===== config.mk =====
export PLATFORM = sky130hd
export DESIGN_NAME = dual_rx_top
export DESIGN_NICKNAME = d
export VERILOG_FILES = /design/src/common/uart_pkg.sv /design/src/serial_rx/serial_rx.sv /design/src/logic/rx_merge.sv /design/src/logic/dual_rx_top.sv
export VERILOG_INCLUDE_DIRS = /design/src /design/src/common
export SDC_FILE = /design/constraint.sdc
export NUM_CORES = 1
export LEC_CHECK = 0
export BUFFER_PORTS_ARGS = -buffer_cell sky130_fd_sc_hd__buf_2
export CAP_MARGIN = 30
export CORE_AREA = 2 2 97 71
export DETAILED_ROUTE_END_ITERATION = 7
export DIE_AREA = 0 0 99 73
export PLACE_DENSITY = 0.74
export SLEW_MARGIN = 10
export SYNTH_ARGS = -nofsm -noshare
export SYNTH_HDL_FRONTEND = slang
export SYNTH_HIERARCHICAL = 1
export SYNTH_SLANG_ARGS = --single-unit

===== constraint.sdc =====
create_clock -name clk -period 1.9 [get_ports clk]
set_input_delay 0.19 -clock clk [delete_from_list [all_inputs] [get_ports clk]]
set_output_delay 0.19 -clock clk [all_outputs]
set_load 0.005 [all_outputs]

===== src/common/uart_settings.svh =====
/*
  Line timing and line levels shared by the serial receivers and the testbench.
  Include this where a bit period or a line level is needed. The types are in uart_pkg.
*/

`ifndef UART_SETTINGS_SVH
`define UART_SETTINGS_SVH

// system clock, 40 ns period
`define UART_CLK_FREQ 25_000_000

// baud rate, gives 16 clocks per bit
`define UART_BIT_FREQ 1_562_500

// line levels
`define UART_IDLE_BIT  1'b1  // line rests high
`define UART_START_BIT 1'b0  // start bit pulls low
`define UART_STOP_BIT  1'b1  // stop bit returns high

`endif


===== src/common/uart_pkg.sv =====
/*
  Types for the dual line receive concentrator.
  A receiver reports an rx_char_t; the merger tags it with its line as a tagged_char_t.
*/

package uart_pkg;

  // line index, one bit for two lines
  typedef logic line_t;

  localparam line_t LINE_A = 1'b0;  // rx_a
  localparam line_t LINE_B = 1'b1;  // rx_b

  // one received character, 9 bits
  typedef struct packed {
    logic [7:0] data;  // lsb arrives first on the line
    logic       brk;   // low stop bit seen
  } rx_char_t;

  // character with its source line, 10 bits
  typedef struct packed {
    line_t    line;  // where it came from
    rx_char_t chr;   // what arrived
  } tagged_char_t;

endpackage


===== src/serial_rx/serial_rx.sv =====
/*
  Asynchronous serial receiver, 8 data bits, 1 stop bit, no parity.
  Reports each frame as a one-cycle valid strobe with the character on chr.
  A low stop bit is reported with brk set, then the receiver waits half a bit.
*/

`timescale 1ns/1ps

`include "uart_settings.svh"

module serial_rx (
  input  logic                clk,
  input  logic                arst_n,
  input  logic                rx,     // async line
  output logic                valid,  // one cycle per frame
  output uart_pkg::rx_char_t  chr     // held until the next frame
);

  // bit timing from the shared clock and baud settings
  localparam int unsigned BIT_PERIOD    = `UART_CLK_FREQ / `UART_BIT_FREQ;
  localparam int unsigned FULL_BIT_TIME = BIT_PERIOD - 1;
  localparam int unsigned HALF_BIT_TIME = (BIT_PERIOD >> 1) - 1;
  localparam int unsigned N_TIMER       = $clog2(BIT_PERIOD);

  // frame position, 0 start, 1..8 data, 9 stop
  localparam logic [3:0] BIT_START = 4'd0;
  localparam logic [3:0] BIT_STOP  = 4'd9;

  typedef enum logic [1:0] {
    ST_IDLE,     // waiting for a start edge
    ST_FRAME,    // sampling start, data and stop bits
    ST_HOLDOFF   // half bit pause after a break
  } state_t;

  state_t             state;
  logic [2:0]         sync;     // line synchronizer
  logic               rx_in;    // synchronized line
  logic [N_TIMER-1:0] timer;    // cycles until the next sample
  logic [3:0]         bit_cnt;  // position within the frame
  logic               sample;   // mid bit in a frame
  logic               stop_bad; // stop bit came in low

  assign rx_in    = sync[2];
  assign sample   = (state == ST_FRAME) && (timer == '0);
  assign stop_bad = (rx_in != `UART_STOP_BIT);

  // three flops, oldest sample in bit 2
  always_ff @(posedge clk or negedge arst_n)
  begin
    if (!arst_n)
      sync <= {3{`UART_IDLE_BIT}};  // idle line after reset
    else
      sync <= {sync[1:0], rx};
  end

  always_ff @(posedge clk or negedge arst_n)
  begin
    if (!arst_n)
    begin
      state   <= ST_IDLE;
      timer   <= '0;
      bit_cnt <= BIT_START;
      valid   <= 1'b0;
    end
    else
    begin
      valid <= 1'b0;  // strobe lasts one cycle
      if (timer != '0)
        timer <= timer - 1'b1;  // count down to mid bit
      case (state)
        ST_IDLE:
        begin
          if (rx_in == `UART_START_BIT)  // possible start edge
          begin
            timer   <= N_TIMER'(HALF_BIT_TIME);
            bit_cnt <= BIT_START;
            state   <= ST_FRAME;
          end
        end
        ST_FRAME:
        begin
          if (timer == '0)
          begin
            if (bit_cnt == BIT_START && rx_in != `UART_START_BIT)
              state <= ST_IDLE;  // glitch, no report
            else if (bit_cnt == BIT_STOP)
            begin
              valid <= 1'b1;  // frame done either way
              if (stop_bad)
              begin
                timer <= N_TIMER'(HALF_BIT_TIME);  // let the break settle
                state <= ST_HOLDOFF;
              end
              else
                state <= ST_IDLE;
            end
            else
            begin
              timer   <= N_TIMER'(FULL_BIT_TIME);  // next bit center
              bit_cnt <= bit_cnt + 1'b1;
            end
          end
        end
        ST_HOLDOFF:
        begin
          if (timer == '0)
            state <= ST_IDLE;
        end
        default:
          state <= ST_IDLE;
      endcase
    end
  end

  // character payload, lsb first into the top
  always_ff @(posedge clk)
  begin
    if (sample && bit_cnt != BIT_START && bit_cnt != BIT_STOP)
      chr.data <= {rx_in, chr.data[7:1]};
    if (sample && bit_cnt == BIT_STOP)
      chr.brk <= stop_bad;  // framing error flag
  end

endmodule


===== src/logic/rx_merge.sv =====
/*
  Merges the character strobes of two receivers into one tagged stream.
  Each line has a one-deep hold slot; one character leaves per cycle.
  A held line b character goes before a new line a strobe.
*/

`timescale 1ns/1ps

module rx_merge (
  input  logic                   clk,
  input  logic                   arst_n,
  input  logic                   a_valid,
  input  uart_pkg::rx_char_t     a_chr,
  input  logic                   b_valid,
  input  uart_pkg::rx_char_t     b_chr,
  output logic                   out_valid,  // one cycle per character
  output uart_pkg::tagged_char_t out_char    // stable between strobes
);

  import uart_pkg::*;

  // source of the character leaving this cycle
  typedef enum logic [2:0] {
    SEL_NONE,
    SEL_A_HOLD,
    SEL_B_HOLD,
    SEL_A_IN,
    SEL_B_IN
  } sel_t;

  sel_t         sel;
  tagged_char_t emit_char;  // next out_char
  rx_char_t     a_hold;     // waiting line a character
  rx_char_t     b_hold;     // waiting line b character
  logic         a_full;
  logic         b_full;
  logic         a_load;     // park the new a strobe
  logic         b_load;     // park the new b strobe
  logic         a_full_next;
  logic         b_full_next;

  // oldest first, line a wins a tie between new strobes
  always_comb
  begin
    if (b_full)
      sel = SEL_B_HOLD;
    else if (a_full)
      sel = SEL_A_HOLD;
    else if (a_valid)
      sel = SEL_A_IN;
    else if (b_valid)
      sel = SEL_B_IN;
    else
      sel = SEL_NONE;
  end

  always_comb
  begin
    emit_char = out_char;  // hold value when idle
    case (sel)
      SEL_A_HOLD:
      begin
        emit_char.line = LINE_A;
        emit_char.chr  = a_hold;
      end
      SEL_B_HOLD:
      begin
        emit_char.line = LINE_B;
        emit_char.chr  = b_hold;
      end
      SEL_A_IN:
      begin
        emit_char.line = LINE_A;
        emit_char.chr  = a_chr;
      end
      SEL_B_IN:
      begin
        emit_char.line = LINE_B;
        emit_char.chr  = b_chr;
      end
      default:
        emit_char = out_char;
    endcase
  end

  // a strobe not sent straight out goes to its slot
  assign a_load      = a_valid && (sel != SEL_A_IN);
  assign b_load      = b_valid && (sel != SEL_B_IN);
  assign a_full_next = a_load || (a_full && sel != SEL_A_HOLD);
  assign b_full_next = b_load || (b_full && sel != SEL_B_HOLD);

  always_ff @(posedge clk or negedge arst_n)
  begin
    if (!arst_n)
    begin
      a_full    <= 1'b0;
      b_full    <= 1'b0;
      out_valid <= 1'b0;
      out_char  <= '0;
    end
    else
    begin
      a_full    <= a_full_next;
      b_full    <= b_full_next;
      out_valid <= (sel != SEL_NONE);
      out_char  <= emit_char;
    end
  end

  // slot payload, valid only while the flag is set
  always_ff @(posedge clk)
  begin
    if (a_load)
      a_hold <= a_chr;
    if (b_load)
      b_hold <= b_chr;
  end

endmodule


===== src/logic/dual_rx_top.sv =====
/*
  Two-line serial receive concentrator.
  Lines rx_a and rx_b each feed a receiver; the merger tags and serializes
  their characters onto out_valid and out_char, with no back-pressure.
*/

`timescale 1ns/1ps

module dual_rx_top (
  input  logic                   clk,
  input  logic                   arst_n,
  input  logic                   rx_a,       // async line a
  input  logic                   rx_b,       // async line b
  output logic                   out_valid,  // one cycle per character
  output uart_pkg::tagged_char_t out_char
);

  import uart_pkg::*;

  logic     a_valid;  // line a frame done
  rx_char_t a_chr;
  logic     b_valid;  // line b frame done
  rx_char_t b_chr;

  serial_rx rx_a_i (
    .clk    (clk),
    .arst_n (arst_n),
    .rx     (rx_a),
    .valid  (a_valid),
    .chr    (a_chr)
  );

  serial_rx rx_b_i (
    .clk    (clk),
    .arst_n (arst_n),
    .rx     (rx_b),
    .valid  (b_valid),
    .chr    (b_chr)
  );

  // one or two cycles from a receiver strobe to out_valid
  rx_merge merge_i (
    .clk       (clk),
    .arst_n    (arst_n),
    .a_valid   (a_valid),
    .a_chr     (a_chr),
    .b_valid   (b_valid),
    .b_chr     (b_chr),
    .out_valid (out_valid),
    .out_char  (out_char)
  );

endmodule


==> results.toml, run 1 <==
[status]
run_status = "finished clean"

[floorplanning]
die_x_um = 99
floorplan.io_pins = 15
floorplan.rows = 25
fp.dieH_um = 73
floorplan.initialDensity_pct = 52.4
floorplan.core_area_sq_um = 6410
fp.dieArea_sq_um = 7230

[sta]
report.final.hold_viol_count = 0
finClkSkew_ns = 0.0119
max-slew-margin-rel_pct = 54.1
setup_tns_ns = 0
grt_setup_unrepaired = "no"
tightestPinTransition_ns = 0.689
timing.final.max_slew_violations = 0
finalWorstPathRequiredPeriod_ns = 1.77
timing.final.crit_share_pct = 93.3
setup_viol = 0
timing.fmax_mhz = 564
final.hold.worst_slack_ns = 0.356

[route]
detail_route.vias_per_cell = 5.49
drtIter0Drc = 145
postRouteWirelength_um = 5970
avgRoutedWirePerCell_um = 15.4
route.detailed.drc = 0
ant_nets = 0
dr.pass1.iters = 4
detailroute.via_count = 2129

[critical_path]
worst_path_max_delay_cell = "sky130_fd_sc_hd__or3b_4"
critical_path_peak_fanout = 6
required_ns = 2.10
path_class = "reg2reg"
worstSetupEndpointType = "flop"
path_delay_family = "simple AND/OR/NAND/NOR gates"
worst_path_largest_cell_delay_ns = 0.42
cell_breakdown_of_the_critical_path = "inv_1, ha_2, or3b_4, or3_1, xor2_1, nor2_1"
crit_path_start_kind = "flop"
reg2reg_slack_ns = 0.13
timing.critical_path.buf_inv = 1
critPathArrivalTime_ns = 1.98

[finish]
drive_gt1_share_pct = 20.2
fill_cells = 518
final_instance_area_sq_um = 3820
layout.nets = 314
num_antenna_cells = 0
final_standard_cell_count_with_taps_included_and_fillers_excluded = 388
layout-area-overhead-vs-synth_pct = 13.6

[clock_network]
cts_buf_count = 9
clk_root_buffer_cell = "sky130_fd_sc_hd__clkbuf_8"
clock_path_buffers = 2
clkSlewWorstSetupHoldPaths_ns = 0.07
depth_of_the_cts_h_tree = 3
cts_tree = "done"
tritoncts_num_sinks = 77
clock_insertion_delay_worst_skew_ns = 0.35
cts_setup_buffers = 0

[synthesis]
ys_types = 50
async_reset_ff_share_pct = 53.2
syn_nets = 283
syn-instance-count = 271
post_synth.cell_area_avg_sq_um = 12.4
ys_warn_count = 6
synth_edf_count = 36
syn-cell-area_sq_um = 3360
synth_seq_area_share_pct = 62.9
ys_ff_latch = 77
yosys_most_used_dff = "sky130_fd_sc_hd__edfxtp_1"

[placed_design]
dpl_cell_area_sq_um = 3580
placed_cells = 369
port_buffers = 14
globalplace.congestion = 0.874
hpwlAfterDp_um = 4170

[power]
power.ir.vdd_worst_mv = 0.520
powerDensity_nw_per_um2 = 1130
leakagePower_nw = 1.57
tot_pwr_mw = 4.32

[global_route]
grt_usage_pct = 18.2
grt_start_max_net_pins = 30
grt_antenna_before_repair = 0
first_global_vias = 1987
grt-ovfl-total = 0
grt_first_pass_wirelength_um = 9910

[hold_path]
holdCritPathClass = "reg2reg"

[job]
cap_violations = 0
[final cells by class]
class                           instances  area, sq um  share of cell area (%)
Clock buffer                           13          181                    4.75
Clock inverter                          3         16.3                   0.426
Inverter                               22         82.6                    2.16
Multi-Input combinational cell        163         1130                    29.6
Sequential cell                        77         2110                    55.4
Tap cell                               81          101                    2.65
Timing Repair Buffer                   29          190                    4.98
[per-stage QoR]
step                setup WS (ns)  util, %
finish                      0.128     59.5
global route               0.0169     59.5
CTS                         0.118     59.4
detailed placement       -0.00769     55.8
global placement           0.0477     55.8
floorplan                  0.0171        -
[cells in the mapped netlist (all sizes together) (2+ instances only)]
cell / number / area [sq um]
a211oi: 2 / 15.0
o21ai: 8 / 40.0
ha: 8 / 100
nand2b: 8 / 50.1
dfstp: 6 / 158
nand3b: 5 / 37.5
nand2: 15 / 56.3
o211ai: 2 / 15.0
edfxtp: 36 / 1080
and2: 2 / 12.5
or3: 4 / 25.0
mux2i: 10 / 100
mux2: 8 / 90.1
inv: 22 / 82.6
nor4: 3 / 18.8
a22oi: 3 / 22.5
o221ai: 5 / 43.8
clkbuf: 3 / 11.3
a31oi: 2 / 12.5
o31ai: 2 / 15.0
dfrtp: 35 / 876
a21oi: 22 / 110
or4: 2 / 15.0
nor2b: 9 / 56.3
nor3: 5 / 30.0
nand3: 3 / 15.0
buf: 6 / 38.8
nor3b: 3 / 33.8
or3b: 2 / 20.0
nor2: 18 / 70.1
[layout by cell type, fill, tap and decap left out, types with 2 or more instances in the layout]
cell type / instances
sky130_fd_sc_hd__nand3_1: 3
sky130_fd_sc_hd__o21ai_0: 7
sky130_fd_sc_hd__nor3_1: 4
sky130_fd_sc_hd__a211oi_1: 2
sky130_fd_sc_hd__nand2_1: 15
sky130_fd_sc_hd__nor2b_1: 9
sky130_fd_sc_hd__clkbuf_8: 9
sky130_fd_sc_hd__dfrtp_1: 35
sky130_fd_sc_hd__nand2b_1: 8
sky130_fd_sc_hd__clkinv_2: 2
sky130_fd_sc_hd__o31ai_1: 2
sky130_fd_sc_hd__mux2_1: 2
sky130_fd_sc_hd__o221ai_1: 5
sky130_fd_sc_hd__buf_4: 12
sky130_fd_sc_hd__mux2_2: 6
sky130_fd_sc_hd__or3_1: 4
sky130_fd_sc_hd__o211ai_1: 2
sky130_fd_sc_hd__edfxtp_1: 36
sky130_fd_sc_hd__a22oi_1: 3
sky130_fd_sc_hd__dlygate4sd3_1: 3
sky130_fd_sc_hd__inv_1: 22
sky130_fd_sc_hd__a21oi_1: 21
sky130_fd_sc_hd__clkbuf_16: 2
sky130_fd_sc_hd__nor2_1: 17
sky130_fd_sc_hd__mux2i_1: 10
sky130_fd_sc_hd__clkbuf_1: 2
sky130_fd_sc_hd__and2_1: 2
sky130_fd_sc_hd__buf_2: 14
sky130_fd_sc_hd__nor4_1: 3
sky130_fd_sc_hd__nand3b_1: 5
sky130_fd_sc_hd__dfstp_2: 6
sky130_fd_sc_hd__ha_1: 7
sky130_fd_sc_hd__or4_1: 2
[worst paths after layout]
kind / from / endpoint / cells after the start
worst max register to register: rx_b_i/timer[0]$_DFF_PN0_ / rx_b_i/bit_cnt[3]$_DFFE_PN0P_ / 6
max in group asynchronous: arst_n / merge_i/out_char[9]$_DFFE_PN0P_ / 3
worst max-delay path: rx_b_i/timer[0]$_DFF_PN0_ / rx_b_i/bit_cnt[3]$_DFFE_PN0P_ / 6
worst min-delay path: rx_a_i/sync[0]$_DFF_PN1_ / rx_a_i/sync[1]$_DFF_PN1_ / 0
worst min register to register: rx_a_i/sync[0]$_DFF_PN1_ / rx_a_i/sync[1]$_DFF_PN1_ / 0
min in group asynchronous: arst_n / rx_b_i/bit_cnt[2]$_DFFE_PN0P_ / 2
[power breakdown]
group          leakage [nW]  switching, mW  total (mW)  internal [mW]
clock                 0.104          0.564        1.19          0.631
sequential            0.843          0.225        2.21           1.99
combinational         0.625          0.488       0.912          0.424
total                  1.57           1.28        4.32           3.04
[metal layers]
layer | vias up | part of all wire (%) | GRT usage [%]
met2 | 52 | 44 | 26.3
met1 | 1027 | 50 | 26.1
li1 | 1043 | - | -
met3 | 7 | 5.6 | 6.32
met5 | - | 0 | 0
met4 | 0 | 1.2 | 5.94
[logic make-up after synthesis]
logic type                 after synthesis  share of synthesized area (%)
muxes                                   18                           5.66
adders and majority gates                8                           2.98
xor gates and xnor gates                 2                          0.521
and+or+nand+nor                         82                           14.1
DFF                                     77                           62.9
buffers and inverters                   31                           3.95
AOI/OAI and AO/OA                       53                           9.90
[timing repair]
item | CTS | global route
resized for setup | 1 | 2
hold buffers | 3 | 0
cloned | 0 | 0
hold endpoints to repair | 23 | 0
endpoints found under the setup margin | 9 | 2
[flip-flops by register name, summed over array words and instances (netlist names), 3 cells and up]
signal / cells
merge_i/b_hold: 9
rx_b_i/chr: 9
rx_a_i/bit_cnt: 4
rx_b_i/timer: 4
rx_b_i/sync: 3
rx_a_i/sync: 3
rx_a_i/timer: 4
rx_b_i/bit_cnt: 4
rx_a_i/chr: 9
merge_i/a_hold: 9
merge_i/out_char: 10
(Power assumes the default switching activity.)
==> run 2: changes to the inputs <==
- MAX_ROUTING_LAYER: default -> met4
==> results.toml, run 2 (synthesized netlist as in run 1, its figures left out) <==
[finish]
drive_gt1_share_pct = 20.2
num_antenna_cells = 0
layout.nets = 314
final_standard_cell_count_with_taps_included_and_fillers_excluded = 388
layout_common_cells = "36 x sky130_fd_sc_hd__edfxtp_1, 35 x sky130_fd_sc_hd__dfrtp_1, 22 x sky130_fd_sc_hd__inv_1, 21 x sky130_fd_sc_hd__a21oi_1, 17 x sky130_fd_sc_hd__nor2_1"
largest-register = "merge_i/out_char"
fill_cells = 518
most_common_library_cell_in_the_layout_ignoring_fill_and_taps = "sky130_fd_sc_hd__edfxtp_1"
layout-area-overhead-vs-synth_pct = 13.6
flip_flop_count_of_the_largest_register_after_layout = 10
final_instance_area_sq_um = 3820

[sta]
timing.final.crit_share_pct = 93.5
setup_tns_ns = 0
setup_viol = 0
timing.fmax_mhz = 563
finalWorstPathRequiredPeriod_ns = 1.78
timing.final.max_slew_violations = 0
finClkSkew_ns = 0.0114
max-slew-margin-rel_pct = 54.1
report.final.hold_viol_count = 0
tightestPinTransition_ns = 0.689
grt_setup_unrepaired = "no"
worst_slack_ns = 0.123

[global_route]
grt-ovfl-total = 0
grt_start_max_net_pins = 30
grt_antenna_before_repair = 0
grt_usage_pct = 18.8
grt_first_pass_wirelength_um = 9900
first_global_vias = 1988

[placed_design]
dpl_cell_area_sq_um = 3580
post-place-ws_ns = -0.00769
port_buffers = 14
globalplace.congestion = 0.888
hpwlAfterDp_um = 4170
placed_cells = 369

[route]
route.detailed.drc = 0
dr.pass1.iters = 4
detail_route.vias_per_cell = 5.55
postRouteWirelength_um = 5990
avgRoutedWirePerCell_um = 15.4
detailroute.via_count = 2152
ant_nets = 0
drtIter0Drc = 141

[clock_network]
cts_buf_count = 9
clock_path_buffers = 2
clock_insertion_delay_worst_skew_ns = 0.35
cts_setup_buffers = 0
tritoncts_num_sinks = 77
depth_of_the_cts_h_tree = 3
clk_root_buffer_cell = "sky130_fd_sc_hd__clkbuf_8"
clkSlewWorstSetupHoldPaths_ns = 0.07
cts_tree = "done"

[critical_path]
ff2ff_path_depth = 6
worst_flop_to_flop_path_startpoint = "rx_b_i/timer[0]$_DFF_PN0_"
path_class = "reg2reg"
crit_path_start_kind = "flop"
reg2reg_slack_ns = 0.12
critPathArrivalTime_ns = 1.98
critical_path_peak_fanout = 6
critical_path.reg2reg.endpoint = "rx_b_i/bit_cnt[3]$_DFFE_PN0P_"
required_ns = 2.11
worstSetupEndpointType = "flop"

[hold_path]
min_delay_path_depth = 0
holdCritPathClass = "reg2reg"
min_delay_worst_endpoint = "rx_a_i/sync[1]$_DFF_PN1_"
min_from = "rx_a_i/sync[0]$_DFF_PN1_"

[floorplanning]
floorplan.io_pins = 15
fp.dieH_um = 73
floorplan.initialDensity_pct = 52.4
floorplan.rows = 25
fp.dieArea_sq_um = 7230
floorplan.core_area_sq_um = 6410
die_x_um = 99

[power]
tot_pwr_mw = 4.32
power_switching_mw = 1.28
leakagePower_nw = 1.57
clockPowerShare_pct = 27.6
powerDensity_nw_per_um2 = 1130
power.ir.vdd_worst_mv = 0.521
p_int_mw = 3.04
comb_power_share_pct = 21.1
sequentialPowerShare_pct = 51.2
p_sw_share_pct = 29.6

[job]
cap_violations = 0

[status]
run_status = "finished clean"
run 2: worst max-delay path, cell delays in order, from the launching register on:
cell and delay [ns]:
sky130_fd_sc_hd__dfrtp_1 0.40, sky130_fd_sc_hd__inv_1 0.07, sky130_fd_sc_hd__ha_2 0.19, sky130_fd_sc_hd__or3b_4 0.42, sky130_fd_sc_hd__or3_1 0.38, sky130_fd_sc_hd__xor2_1 0.13, sky130_fd_sc_hd__nor2_1 0.05
run 2: worst max-delay path by stage:
stage | start | end | cells past startpoint
3_3_place_gp | rx_b_i/timer[0]$_DFF_PN0_ | rx_b_i/chr[1]$_DFFE_PP_ | 6
2_1_floorplan | rx_a_i/timer[0]$_DFF_PN0_ | rx_a_i/chr[1]$_DFFE_PP_ | 5
5_1_grt | rx_b_i/timer[0]$_DFF_PN0_ | rx_b_i/bit_cnt[3]$_DFFE_PN0P_ | 6
3_5_place_dp | rx_b_i/timer[0]$_DFF_PN0_ | rx_b_i/bit_cnt[1]$_DFFE_PN0P_ | 6
6_report | rx_b_i/timer[0]$_DFF_PN0_ | rx_b_i/bit_cnt[3]$_DFFE_PN0P_ | 6
4_1_cts | rx_b_i/timer[0]$_DFF_PN0_ | rx_b_i/bit_cnt[3]$_DFFE_PN0P_ | 6
run 2: metal layers:
metal | global-route usage (%) | wire length (um) | up-vias | part of all wire, %
met5 | - | 0 | - | 0
met4 | 5.94 | 72 | 0 | 1.2
met3 | 6.13 | 317 | 7 | 5.3
met2 | 26.3 | 2630 | 50 | 44
met1 | 26.2 | 2970 | 1052 | 50
li1 | - | - | 1043 | -
run 2: timing repair:
| action | CTS | global route |
|---|---|---|
| endpoints found under the setup margin | 9 | 2 |
| hold buffers | 3 | 0 |
| resized for setup | 1 | 2 |
| hold endpoints to repair | 23 | 0 |
run 2: power groups by stage:
stage	clock network (mW)	registers (mW)	logic, mW
after detailed placement	0	2.24	0.893
final	1.19	2.22	0.913
after global routing	1.30	2.26	1.04
after global placement	0	2.23	0.859
after CTS	1.23	2.21	0.901
after floorplan	0	2.18	0.689
run 2: through the flow:
step	hold slack, ns	util (%)
after floorplan	-0.106	-
after global placement	0.266	55.8
after detailed placement	0.264	55.8
after CTS	0.358	59.4
after global routing	0.361	59.5
final	0.356	59.5
run 2: cell type report:
| class | instances | area [sq um] | share of cell area (%) |
|---|---|---|---|
| well taps | 81 | 101 | 2.65 |
| clock buffers | 13 | 181 | 4.75 |
| multi-input cells | 163 | 1130 | 29.6 |
| flip-flops and latches | 77 | 2110 | 55.4 |
| inverters | 22 | 82.6 | 2.16 |
| repair buffers | 29 | 190 | 4.98 |
| clock inverters | 3 | 16.3 | 0.426 |
